<file path="src/verilog/exec_pkg.sv">
// shared types for the streaming execute pipeline
// widths, alu opcodes and the structs passed between the stages
// modules import it inside their body and use scoped names in port lists

package exec_pkg;

   localparam int word_w = 16;

   typedef logic [word_w-1:0] word_t;

   // overflow boundaries for inc, dec, neg, adc and sbc
   localparam word_t word_msb = {1'b1, {(word_w - 1){1'b0}}};
   localparam word_t word_max = {1'b0, {(word_w - 1){1'b1}}};

   // processor condition codes with n in the top bit as in the psw
   typedef struct packed {
      logic n;
      logic z;
      logic v;
      logic c;
   } cc_t;

   typedef enum logic [4:0] {
      op_mov,
      op_cmp,
      op_bit,
      op_bic,
      op_bis,
      op_add,
      op_sub,
      op_xor,
      op_clr,
      op_com,
      op_inc,
      op_dec,
      op_neg,
      op_adc,
      op_sbc,
      op_tst,
      op_ror,
      op_rol,
      op_asr,
      op_asl,
      op_swab,
      op_sxt,
      op_ccc,
      op_scc,
      op_none
   } alu_op_e;

   // instruction word with its fetched operands
   typedef struct packed {
      word_t isn;
      word_t ss_data;
      word_t dd_data;
   } exec_req_t;

   // cc_mask only meaningful for ccc and scc
   typedef struct packed {
      alu_op_e    op;
      logic [3:0] cc_mask;
      word_t      ss_data;
      word_t      dd_data;
   } dec_op_t;

   typedef struct packed {
      word_t result;
      cc_t   cc;
      logic  latch_cc;
   } exec_result_t;

endpackage

</file>
<file path="src/verilog/alu_cc.sv">
// consumer stage: word alu with the n/z/v/c register
// computes result and new codes per pdp-11 rules and registers them
// in a single output slot; held codes update when an op is taken

module alu_cc
(
   input  logic                   clk,
   input  logic                   reset,
   input  exec_pkg::dec_op_t      op,
   input  logic                   op_valid,
   output logic                   op_ready,
   output exec_pkg::exec_result_t res,
   output logic                   res_valid,
   input  logic                   res_ready
);
   import exec_pkg::*;

   cc_t              cc_q;
   cc_t              cc_mask;
   cc_t              new_cc;
   word_t            src;
   word_t            dst;
   word_t            alu_r;
   logic [word_w:0]  add_sum;
   logic             r_n;
   logic             r_z;
   logic             latch_w;
   logic             take;
   exec_result_t     next_res;

   assign src     = op.ss_data;
   assign dst     = op.dd_data;
   assign cc_mask = op.cc_mask;
   assign add_sum = {1'b0, src} + {1'b0, dst};

   always_comb
   begin
      case (op.op)
         op_mov:  alu_r = src;
         op_cmp:  alu_r = src - dst;
         op_bit:  alu_r = src & dst;
         op_bic:  alu_r = ~src & dst;
         op_bis:  alu_r = src | dst;
         op_add:  alu_r = add_sum[word_w-1:0];
         op_sub:  alu_r = dst - src;
         op_xor:  alu_r = src ^ dst;
         op_clr:  alu_r = '0;
         op_com:  alu_r = ~dst;
         op_inc:  alu_r = dst + 1'b1;
         op_dec:  alu_r = dst - 1'b1;
         op_neg:  alu_r = -dst;
         op_adc:  alu_r = dst + word_t'(cc_q.c);
         op_sbc:  alu_r = dst - word_t'(cc_q.c);
         op_tst:  alu_r = dst;
         op_ror:  alu_r = {cc_q.c, dst[word_w-1:1]};
         op_rol:  alu_r = {dst[word_w-2:0], cc_q.c};
         op_asr:  alu_r = {dst[word_w-1], dst[word_w-1:1]};
         op_asl:  alu_r = {dst[word_w-2:0], 1'b0};
         op_swab: alu_r = {dst[word_w/2-1:0], dst[word_w-1:word_w/2]};
         op_sxt:  alu_r = {word_w{cc_q.n}};
         default: alu_r = '0;
      endcase
   end

   assign r_n = alu_r[word_w-1];
   assign r_z = (alu_r == '0);

   always_comb
   begin
      new_cc   = cc_q;
      new_cc.n = r_n;
      new_cc.z = r_z;
      latch_w  = 1'b1;
      case (op.op)
         op_mov, op_bit, op_bic, op_bis, op_xor:
            new_cc.v = 1'b0;
         op_cmp:
         begin
            new_cc.v = (src[word_w-1] ^ dst[word_w-1]) & ~(dst[word_w-1] ^ r_n);
            new_cc.c = (src < dst);
         end
         op_sub:
         begin
            new_cc.v = (src[word_w-1] ^ dst[word_w-1]) & ~(src[word_w-1] ^ r_n);
            new_cc.c = (dst < src);
         end
         op_add:
         begin
            new_cc.v = ~(src[word_w-1] ^ dst[word_w-1]) & (src[word_w-1] ^ r_n);
            new_cc.c = add_sum[word_w];
         end
         op_clr, op_tst:
         begin
            new_cc.v = 1'b0;
            new_cc.c = 1'b0;
         end
         op_com:
         begin
            new_cc.v = 1'b0;
            new_cc.c = 1'b1;
         end
         op_inc:
            new_cc.v = (alu_r == word_msb);
         op_dec:
            new_cc.v = (alu_r == word_max);
         op_neg:
         begin
            new_cc.v = (alu_r == word_msb);
            new_cc.c = ~r_z;
         end
         op_adc:
         begin
            new_cc.v = cc_q.c & (alu_r == word_msb);
            new_cc.c = cc_q.c & r_z;
         end
         op_sbc:
         begin
            new_cc.v = cc_q.c & (alu_r == word_max);
            new_cc.c = cc_q.c & (alu_r == '1);
         end
         // bit shifted out goes to c, v flags a sign change
         op_ror, op_asr:
         begin
            new_cc.c = dst[0];
            new_cc.v = r_n ^ dst[0];
         end
         op_rol, op_asl:
         begin
            new_cc.c = dst[word_w-1];
            new_cc.v = r_n ^ dst[word_w-1];
         end
         op_swab:
         begin
            new_cc.n = alu_r[word_w/2-1];
            new_cc.z = (alu_r[word_w/2-1:0] == '0);
            new_cc.v = 1'b0;
            new_cc.c = 1'b0;
         end
         op_sxt:
         begin
            new_cc.n = cc_q.n;
            new_cc.z = ~cc_q.n;
            new_cc.v = 1'b0;
         end
         op_ccc:
            new_cc = cc_t'(cc_q & ~cc_mask);
         op_scc:
            new_cc = cc_t'(cc_q | cc_mask);
         default:
         begin
            new_cc  = cc_q;
            latch_w = 1'b0;
         end
      endcase
   end

   assign next_res.result   = alu_r;
   assign next_res.cc       = new_cc;
   assign next_res.latch_cc = latch_w;

   assign op_ready = ~res_valid | res_ready;
   assign take     = op_valid & op_ready;

   always_ff @(posedge clk)
   begin
      if (reset)
      begin
         cc_q      <= '0;
         res_valid <= 1'b0;
      end
      else
      begin
         if (take)
         begin
            res_valid <= 1'b1;
            if (latch_w)
               cc_q <= new_cc;
         end
         else if (res_ready)
            res_valid <= 1'b0;
      end
   end

   always_ff @(posedge clk)
   begin
      if (take)
         res <= next_res;
   end

endmodule

</file>
<file path="src/verilog/exec_top.sv">
// streaming execute unit: decode -> op fifo -> alu with condition codes
// request and result ports are valid/ready; results leave in input order
// fifo_depth sets how many decoded ops can wait for the alu

module exec_top
#(
   parameter int fifo_depth = 4
)
(
   input  logic                   clk,
   input  logic                   reset,
   input  exec_pkg::exec_req_t    req,
   input  logic                   req_valid,
   output logic                   req_ready,
   output exec_pkg::exec_result_t res,
   output logic                   res_valid,
   input  logic                   res_ready
);
   import exec_pkg::*;

   dec_op_t dec;
   logic    dec_valid;
   logic    dec_ready;
   dec_op_t op;
   logic    op_valid;
   logic    op_ready;

   isn_decode decode_i
   (
      .clk       (clk),
      .reset     (reset),
      .req       (req),
      .req_valid (req_valid),
      .req_ready (req_ready),
      .dec       (dec),
      .dec_valid (dec_valid),
      .dec_ready (dec_ready)
   );

   op_fifo #(.fifo_depth(fifo_depth)) fifo_i
   (
      .clk       (clk),
      .reset     (reset),
      .in_data   (dec),
      .in_valid  (dec_valid),
      .in_ready  (dec_ready),
      .out_data  (op),
      .out_valid (op_valid),
      .out_ready (op_ready)
   );

   alu_cc alu_i
   (
      .clk       (clk),
      .reset     (reset),
      .op        (op),
      .op_valid  (op_valid),
      .op_ready  (op_ready),
      .res       (res),
      .res_valid (res_valid),
      .res_ready (res_ready)
   );

endmodule

</file>
<file path="src/verilog/isn_decode.sv">
// producer stage: classifies a pdp-11 instruction word into an alu opcode
// and holds the decoded operation in a one-entry valid/ready register
// the register refills in the cycle it drains

module isn_decode
(
   input  logic                 clk,
   input  logic                 reset,
   input  exec_pkg::exec_req_t  req,
   input  logic                 req_valid,
   output logic                 req_ready,
   output exec_pkg::dec_op_t    dec,
   output logic                 dec_valid,
   input  logic                 dec_ready
);
   import exec_pkg::*;

   alu_op_e op_kind;
   dec_op_t dec_next;
   logic    running;
   logic    load;

   always_comb
   begin
      op_kind = op_none;
      case (req.isn[15:12])
         4'o01: op_kind = op_mov;
         4'o02: op_kind = op_cmp;
         4'o03: op_kind = op_bit;
         4'o04: op_kind = op_bic;
         4'o05: op_kind = op_bis;
         4'o06: op_kind = op_add;
         4'o16: op_kind = op_sub;
         4'o07:
         begin
            if (req.isn[11:9] == 3'o4)
               op_kind = op_xor;
         end
         4'o00:
         begin
            case (req.isn[11:6])
               6'o03: op_kind = op_swab;
               6'o50: op_kind = op_clr;
               6'o51: op_kind = op_com;
               6'o52: op_kind = op_inc;
               6'o53: op_kind = op_dec;
               6'o54: op_kind = op_neg;
               6'o55: op_kind = op_adc;
               6'o56: op_kind = op_sbc;
               6'o57: op_kind = op_tst;
               6'o60: op_kind = op_ror;
               6'o61: op_kind = op_rol;
               6'o62: op_kind = op_asr;
               6'o63: op_kind = op_asl;
               6'o67: op_kind = op_sxt;
               6'o02:
               begin
                  // 00024x/25x clear, 00026x/27x set
                  if (req.isn[5:4] == 2'b10)
                     op_kind = op_ccc;
                  else if (req.isn[5:4] == 2'b11)
                     op_kind = op_scc;
               end
               default: op_kind = op_none;
            endcase
         end
         default: op_kind = op_none;
      endcase
   end

   assign dec_next.op      = op_kind;
   assign dec_next.cc_mask = (op_kind == op_ccc || op_kind == op_scc) ? req.isn[3:0] : 4'b0;
   assign dec_next.ss_data = req.ss_data;
   assign dec_next.dd_data = req.dd_data;

   // no intake in the first cycle out of reset
   assign req_ready = running & (~dec_valid | dec_ready);
   assign load      = req_valid & req_ready;

   always_ff @(posedge clk)
   begin
      if (reset)
      begin
         running   <= 1'b0;
         dec_valid <= 1'b0;
      end
      else
      begin
         running <= 1'b1;
         if (load)
            dec_valid <= 1'b1;
         else if (dec_ready)
            dec_valid <= 1'b0;
      end
   end

   always_ff @(posedge clk)
   begin
      if (load)
         dec <= dec_next;
   end

endmodule

</file>
<file path="src/verilog/op_fifo.sv">
// circular fifo of decoded operations between decode and alu
// fifo_depth must be a power of two so the pointers wrap by themselves
// a write is visible at the output from the next cycle on

module op_fifo
#(
   parameter int fifo_depth = 4
)
(
   input  logic              clk,
   input  logic              reset,
   input  exec_pkg::dec_op_t in_data,
   input  logic              in_valid,
   output logic              in_ready,
   output exec_pkg::dec_op_t out_data,
   output logic              out_valid,
   input  logic              out_ready
);
   import exec_pkg::*;

   localparam int ptr_w = $clog2(fifo_depth);

   dec_op_t          mem [fifo_depth];
   logic [ptr_w-1:0] wr_ptr;
   logic [ptr_w-1:0] rd_ptr;
   logic [ptr_w:0]   count;
   logic             push;
   logic             pop;

   assign in_ready  = (count != (ptr_w + 1)'(fifo_depth));
   assign out_valid = (count != '0);
   assign out_data  = mem[rd_ptr];

   assign push = in_valid & in_ready;
   assign pop  = out_valid & out_ready;

   always_ff @(posedge clk)
   begin
      if (reset)
      begin
         wr_ptr <= '0;
         rd_ptr <= '0;
         count  <= '0;
      end
      else
      begin
         if (push)
            wr_ptr <= wr_ptr + 1'b1;
         if (pop)
            rd_ptr <= rd_ptr + 1'b1;
         // occupancy holds when both happen
         if (push & ~pop)
            count <= count + 1'b1;
         else if (pop & ~push)
            count <= count - 1'b1;
      end
   end

   always_ff @(posedge clk)
   begin
      if (push)
         mem[wr_ptr] <= in_data;
   end

endmodule
</file>
<file path="config.mk">
export PLATFORM = sky130hd
export DESIGN_NAME = exec_top
export DESIGN_NICKNAME = d
export VERILOG_FILES = /design/src/verilog/exec_pkg.sv /design/src/verilog/alu_cc.sv /design/src/verilog/exec_top.sv /design/src/verilog/isn_decode.sv /design/src/verilog/op_fifo.sv
export SDC_FILE = /design/constraint.sdc
export NUM_CORES = 1
export LEC_CHECK = 0
export ABC_AREA = 1
export BUFFER_PORTS_ARGS = -buffer_cell sky130_fd_sc_hd__buf_2
export CELL_PAD_IN_SITES_DETAIL_PLACEMENT = 0
export CELL_PAD_IN_SITES_GLOBAL_PLACEMENT = 1
export CORE_MARGIN = 1
export CORE_UTILIZATION = 30
export DETAILED_ROUTE_END_ITERATION = 10
export PLACE_DENSITY = 0.63
export RECOVER_POWER = 100
export SKIP_LAST_GASP = 1
export SLEW_MARGIN = 20
export SYNTH_ARGS = -nofsm -noshare
export SYNTH_HDL_FRONTEND = slang
export SYNTH_SLANG_ARGS = --single-unit
</file>
<file path="constraint.sdc">
create_clock -name clk -period 4.72 [get_ports clk]
set_input_delay 0.472 -clock clk [delete_from_list [all_inputs] [get_ports clk]]
set_output_delay 0.472 -clock clk [all_outputs]
set_load 0.01 [all_outputs]
</file>
==> impl_metrics.csv, run 1 <==
group,metric,value,unit
status,status,"finished, violations left",
status,violations,"max-capacitance violations, max-slew violations",
clock_network,ctsHtreeMaxLevel,1,
routing,vias_per_cell,5.00,
global_routing,grt_overflow,0,
sta,rsz0062_at_grt,"no",
logic_synthesis,ys_seq_elements,242,
cells_and_area,nFillCells,5225,
setup_path,cp.arrival,4.79,ns
global_routing,first_global_vias,13484,
cells_and_area,final_cells,2763,
sta,slew_headroom,-105,%
min_path,hold_start,"req[22]",
setup_path,endpoint,"alu_i.res[1]$_DFFE_PP_",
setup_path,critPathKind,"register to register",
clock_network,postCtsHoldBufs,0,
setup_path,cp_max_fo,21,
sta,min_period_over_period,95.5,%
routing,remaining_drc_errors,0,
floorplan,initial_core_util,30.5,%
floorplan,coreArea,51600,um^2
sta,finalSetupViolCount,0,
logic_synthesis,syn_avg_cell_area,8.46,um^2
clock_network,cts_made_buffers,25,
sta,skew,0.0101,ns
setup_path,required,5.00,ns
logic_synthesis,ys.flop_type,"edfxtp_1",
routing,routed_wl,53900,um
global_routing,grtUsageTotal,20.2,%
logic_synthesis,syn_inst,1861,
flow_run,maxCapViolCount,5,
cells_and_area,nets,2205,
placed_design,dp_hpwl,41800,um
cells_and_area,final_util,36.6,%
cells_and_area,num_antenna_cells,0,
placed_design,place_congestion,0.924,
routing,ant_nets,0,
logic_synthesis,async_flop_share,0,%
setup_path,r2r_setup_slack,0.21,ns
cells_and_area,drive_gt1_share,18.9,%
sta,timing.final.max_slew_violations,179,
clock_network,insertion_delay,0.53,ns
logic_synthesis,ys_seq_area_share,45.1,%
global_routing,antenna_found_initial,0,
clock_network,root_buffer,"clkbuf_16",
setup_path,critPathCaptureType,"register",
clock_network,cts_tree,"done",
floorplan,die_w,231,um
setup_path,start_kind,"register",
logic_synthesis,synth.distinct_cells,60,
setup_path,r2r_end,"alu_i.res[1]$_DFFE_PP_",
floorplan,fp-row-count,83,
placed_design,numPortBuffers,74,
floorplan,pin_count,75,
routing,firstDrtPassIters,5,
clock_network,cts_buffer_depth,3,
sta,setup_ws,0.215,ns
floorplan,die_area,53400,um^2
floorplan,die_y,231,um
global_routing,grt_pass1_wl,82000,um
logic_synthesis,syn_area,15700,um^2
cells_and_area,area_delta_synth_final,19.9,%
sta,max_freq,222,MHz
placed_design,place_inst,2716,
routing,wl_per_cell,19.5,um
sta,hold_viol_final,0,
routing,vias,13805,
logic_synthesis,yosysWarningCount,0,
setup_path,ff2ff_path_depth,25,
min_path,hold_class,"input port to register",
placed_design,place_ws,-0.133,ns
global_routing,grt_max_degree,42,
logic_synthesis,synth-edff-count,226,
clock_network,clk_pin_slew,0.07,ns
routing,drt_iter0_drc,1079,
logic_synthesis,syn-num-nets,2001,
clock_network,cts.sinks,242,
sta,final.min_clock_period,4.51,ns
sta,worst_pin_slew,3.06,ns
[cells in the final DEF (no fill, tap or decap), types with 17 or more instances in the layout]
cell and count:
nor3_1 19, buf_4 145, inv_2 37, inv_1 178
edfxtp_1 226, o21ai_0 86, ha_1 80, nand4_1 19
nor2_1 172, clkbuf_1 32, a21oi_1 108, nor2_2 21
xor2_1 17, o21ai_1 21, buf_2 48, nand2_2 23
clkbuf_16 25, nand2_1 458, o22ai_1 22, nand3_1 142
[metrics by stage]
stage | instance area [um^2] | hold WS (ns) | setup TNS [ns]
2_1_floorplan | 15700 | 0.437 | 0
3_3_place_gp | 17900 | 0.467 | -0.181
3_5_place_dp | 17900 | 0.479 | -0.258
4_1_cts | 18800 | 0.0915 | 0
5_1_grt | 18900 | 0.0913 | 0
6_report | 18900 | 0.119 | 0
[worst min-delay path by stage]
stage / to / slack (ns) / depth (start not counted)
floorplan: register / 0.44 / 2
global placement: fifo_i.mem[0][35]$_DFFE_PP_ / 0.47 / 0
detailed placement: fifo_i.mem[2][36]$_DFFE_PP_ / 0.48 / 0
CTS: decode_i.dec[7]$_DFFE_PP_ / 0.09 / 1
global route: decode_i.dec[13]$_DFFE_PP_ / 0.09 / 1
finish: decode_i.dec[22]$_DFFE_PP_ / 0.12 / 1
[sequential cells by signal, indices dropped and copies added, names as in the netlist, named ones only]
signal and flops:
fifo_i.wr_ptr 2, decode_i.dec_valid 1, alu_i.res_valid 1, decode_i.dec 41, fifo_i.rd_ptr 2, alu_i.cc_q 4
decode_i.running 1, alu_i.res 21, fifo_i.count 3, fifo_i.mem 164
[critical path, stage by stage, from the launching register on]
cell,delay [ns]
dfxtp_1,0.40
inv_2,0.09
buf_12,0.17
buf_4,0.16
a32oi_1,0.24
inv_1,0.12
ha_2,0.34
buf_4,0.17
nor2_1,0.15
inv_1,0.11
o21bai_2,0.28
inv_1,0.12
o21ai_0,0.23
a21oi_1,0.10
a21oi_1,0.12
nand3b_1,0.23
nor2_2,0.19
nand2_1,0.12
nor2_2,0.14
nand3_1,0.08
nor2_1,0.18
nand2_1,0.14
a21oi_1,0.16
nand2_1,0.07
nand2_1,0.08
inv_1,0.04
[synth_stat cells, types with 10 or more instances]
library cell,number,area share (%)
xor2_1,17,0.95
buf_4,11,0.52
nand2_2,21,0.83
o21ai_0,92,2.9
nand3_1,143,4.5
a21oi_1,112,3.6
edfxtp_1,226,43
inv_2,37,0.88
buf_2,20,0.64
ha_1,83,6.6
nand4_1,19,0.76
dfxtp_1,16,2.0
nand3_2,13,0.83
nand2_1,460,11
o21ai_1,15,0.48
clkbuf_1,14,0.33
a32oi_1,10,0.56
inv_1,178,4.2
o22ai_1,22,0.87
a32oi_2,12,1.2
nor2_1,180,4.3
buf_6,13,0.93
nor2_2,16,0.64
nor3_1,19,0.60
[cells by family (layout without fill, tap and decap cells)]
group / after synthesis / after routing / share of synthesized area [%]
AND/OR/NAND/NOR: 909 / 909 / 25.8
adder cells (fa/ha/maj): 88 / 88 / 7.23
XOR/XNOR: 20 / 20 / 1.11
buffers and inverters: 275 / 497 / 7.60
flip-flops: 242 / 242 / 45.1
AO/OA/AOI/OAI: 327 / 327 / 13.1
[per-layer routing]
metal,share of wire [%],vias to the layer above,track usage (%)
li1,-,6741,-
met1,47,6577,27.6
met2,46,404,33.5
met3,4.9,83,2.49
met4,2.3,0,5.50
met5,0,-,0
[what timing repair did]
item / in CTS / in global routing
endpoints found under the setup margin: 4 / 6
buffers inserted: 0 / 2
gates resized for setup: 1 / 37
pin swaps: 0 / 5
[area by class of cell]
type                       instances  area, um^2  share of cell area, %
multi-input combinational       1344        7570                   40.1
timing repair buffer             235        1620                   8.57
clock buffer                      27         633                   3.36
inverter                         217         815                   4.32
clock inverter                    18         277                   1.47
tap                              680         851                   4.51
sequential                       242        7110                   37.7
Power of run 1 is left out: the tool's default activity adds up to more than one toggle a clock period on the data nets, which glitch-free logic cannot reach.
==> run 2, diff against run 1 <==
Settings changed: SYNTH_HIERARCHICAL set to 1.
==> impl_metrics.csv, run 2 <==
group,metric,value,unit
status,status,"finished, violations left",
status,violations,"max-capacitance violations, max-slew violations",
clock_network,cts_buffer_depth,3,
logic_synthesis,syn_area,15100,um^2
setup_path,start_kind,"register",
logic_synthesis,ys_seq_elements,242,
sta,max_freq,219,MHz
min_path,hold_class,"input port to register",
cells_and_area,largest_register_ff_count,164,
setup_path,ff2ff_path_depth,23,
floorplan,coreArea,49400,um^2
logic_synthesis,synth.distinct_cells,52,
sta,skew,0.0239,ns
setup_path,max_stage_delay,0.44,ns
logic_synthesis,synth-edff-count,226,
cells_and_area,area_delta_synth_final,21.8,%
logic_synthesis,syn-num-nets,1965,
clock_network,insertion_delay,0.55,ns
placed_design,dp_hpwl,43500,um
routing,remaining_drc_errors,0,
cells_and_area,drive_gt1_share,16.4,%
logic_synthesis,async_flop_share,0,%
setup_path,critPathKind,"register to register",
logic_synthesis,yosysWarningCount,6,
logic_synthesis,ys.flop_type,"edfxtp_1",
global_routing,grt_max_degree,66,
logic_synthesis,synth_compound_area_share,14.6,%
placed_design,place_congestion,0.983,
min_path,min_path_cells,1,
placed_design,numPortBuffers,74,
global_routing,first_global_vias,13451,
cells_and_area,layout.cells.most_common_list,"nand2_1, nor2_1, edfxtp_1",
cells_and_area,final_util,37.3,%
sta,timing.final.max_slew_violations,188,
setup_path,slowest_stage,"fa_1",
logic_synthesis,ys_seq_area_share,47.0,%
clock_network,ctsHtreeMaxLevel,1,
cells_and_area,nets,2179,
clock_network,clk_pin_slew,0.07,ns
clock_network,postCtsHoldBufs,0,
clock_network,cts.sinks,242,
floorplan,die_area,51300,um^2
sta,slew_headroom,-102,%
logic_synthesis,synth_common_cells,"nand2_1, nor2_1, edfxtp_1, inv_1, nand3_1",
setup_path,crit_chain,"inv_2 -> buf_4 -> nor2_1 -> o22ai_2 -> buf_4 -> ha_1 -> inv_1 -> fa_1 -> nand2_1 -> and3_2 -> nand2_1 -> nand2_1 -> o211ai_1 -> nor2_1 -> nand2_1 -> nor3_2 -> nand3_1 -> nor2_2 -> nand2_1 -> a21oi_1 -> nand2_1 -> nand2_1 -> inv_1",
setup_path,r2r_end,"alu_i/res[1]$_DFFE_PP_",
clock_network,cts_tree,"done",
setup_path,r2r_setup_slack,0.16,ns
logic_synthesis,synth_xor_area_share,1.22,%
sta,worst_pin_slew,3.02,ns
sta,finalSetupViolCount,0,
flow_run,maxCapViolCount,6,
global_routing,grt_pass1_wl,83300,um
setup_path,required,5.03,ns
floorplan,die_w,226,um
routing,vias_per_cell,5.08,
global_routing,grtUsageTotal,21.8,%
logic_synthesis,syn_inst,1836,
logic_synthesis,synth-simple-area-share,23.3,%
routing,drt_iter0_drc,1072,
sta,rsz0062_at_grt,"yes",
logic_synthesis,syn_avg_cell_area,8.23,um^2
routing,ant_nets,0,
logic_synthesis,muxShareOfSynthArea,0,%
logic_synthesis,synth_top_area_share,44.9,%
sta,hold_viol_final,0,
min_path,min_to,"decode_i/dec[28]$_DFFE_PP_",
sta,setup_tns,0,ns
logic_synthesis,synthAdderAreaFrac,6.57,%
global_routing,antenna_found_initial,0,
logic_synthesis,yosysTopAreaCell,"edfxtp_1",
setup_path,cp.arrival,4.86,ns
floorplan,fp-row-count,81,
floorplan,initial_core_util,30.6,%
cells_and_area,top_regs,"fifo_i/mem (164), decode_i/dec (41), alu_i/res (21)",
min_path,hold_start,"req[28]",
floorplan,pin_count,75,
routing,vias,13876,
setup_path,cp_max_fo,10,
sta,final.min_clock_period,4.56,ns
routing,wl_per_cell,20.7,um
clock_network,root_buffer,"clkbuf_16",
logic_synthesis,synth_top_family_by_area,"simple AND/OR/NAND/NOR gates",
cells_and_area,largest_register,"fifo_i/mem",
clock_network,cts_made_buffers,26,
routing,firstDrtPassIters,5,
floorplan,die_y,226,um
cells_and_area,nFillCells,5112,
logic_synthesis,synth.area.top_cells,"edfxtp_1, nand2_1, nor2_1",
global_routing,grt_overflow,0,
routing,routed_wl,56500,um
sta,min_period_over_period,96.5,%
cells_and_area,layout_commonest_cell,"nand2_1",
logic_synthesis,synth_most_common_cell,"nand2_1",
setup_path,cp_common_cell,"nand2_1",
cells_and_area,num_antenna_cells,0,
setup_path,critPathCaptureType,"register",
## run 2: changes by cell type in the layout (fill, tap and decap cells not counted), sizes merged, moves of 7 or more
cell / change
buf: +18
ha: -10
o21ai: +65
xnor2: +8
clkinv: +12
inv: -27
nand3: -24
nand2: -139
a21oi: -11
nor2: +94
xor2: -7
o22ai: +57
a32oi: -24
## run 2: final cells by class
type,instances,area (um^2),share of cell area [%]
inverters,199,747,4.06
multi-input cells,1328,7080,38.4
clock buffers,30,687,3.73
well taps,664,831,4.51
repair buffers,253,1790,9.74
flip-flops and latches,242,7110,38.6
clock inverters,18,165,0.897
## run 2: what timing repair did
item / 4_1_cts / 5_1_grt
setup buffers: 0 / 4
gates resized for setup: 4 / 48
cloned: 0 / 3
setup endpoints to repair: 6 / 6
pin swaps: 0 / 5
endpoints found under the hold margin: 0 / 0
## run 2: critical path, delay by kind of cell, from the launching register on
family | cells | cell delay, ns
AO/OA/AOI/OAI | 3 | 0.48
adder cells (fa/ha/maj) | 2 | 0.73
buffers and inverters | 5 | 0.68
flip-flops | 1 | 0.38
AND/OR/NAND/NOR | 13 | 2.04
## run 2: worst max-delay path by stage
stage,cells after the start,slack (ns),to
3_3_place_gp,23,-0.14,alu_i/res[1]$_DFFE_PP_
2_1_floorplan,4,0.54,decode_i/dec[0]$_DFFE_PP_
5_1_grt,31,-0.01,alu_i/cc_q[1]$_SDFFE_PP0P_
3_5_place_dp,23,-0.17,alu_i/res[1]$_DFFE_PP_
6_report,23,0.16,alu_i/res[1]$_DFFE_PP_
4_1_cts,24,0.06,alu_i/res[1]$_DFFE_PP_
## run 2: metal layers
metal	up-vias	track usage [%]	routed length (um)
li1	6719	-	-
met1	6590	29.6	25000
met2	448	35.0	25600
met3	119	2.41	3220
met4	0	9.55	2680
met5	-	0	0
## run 2: per-stage QoR
| step | cells | cell area, um^2 | setup WS (ns) | hold slack (ns) |
|---|---|---|---|---|
| floorplan | 1836 | 15100 | 0.540 | 0.459 |
| global route | 2734 | 18400 | -0.0121 | 0.0801 |
| finish | 2734 | 18400 | 0.163 | 0.105 |
| global placement | 2679 | 17400 | -0.143 | 0.467 |
| detailed placement | 2679 | 17400 | -0.170 | 0.482 |
| CTS | 2727 | 18200 | 0.0554 | 0.0714 |
## run 2: logic make-up after synthesis
kind of cell / Yosys count
XOR/XNOR: 21
buffers and inverters: 266
AND/OR/NAND/NOR: 834
flip-flops: 242
adder cells (fa/ha/maj): 77
AO/OA/AOI/OAI: 396
Power of run 2 is left out for the same reason.
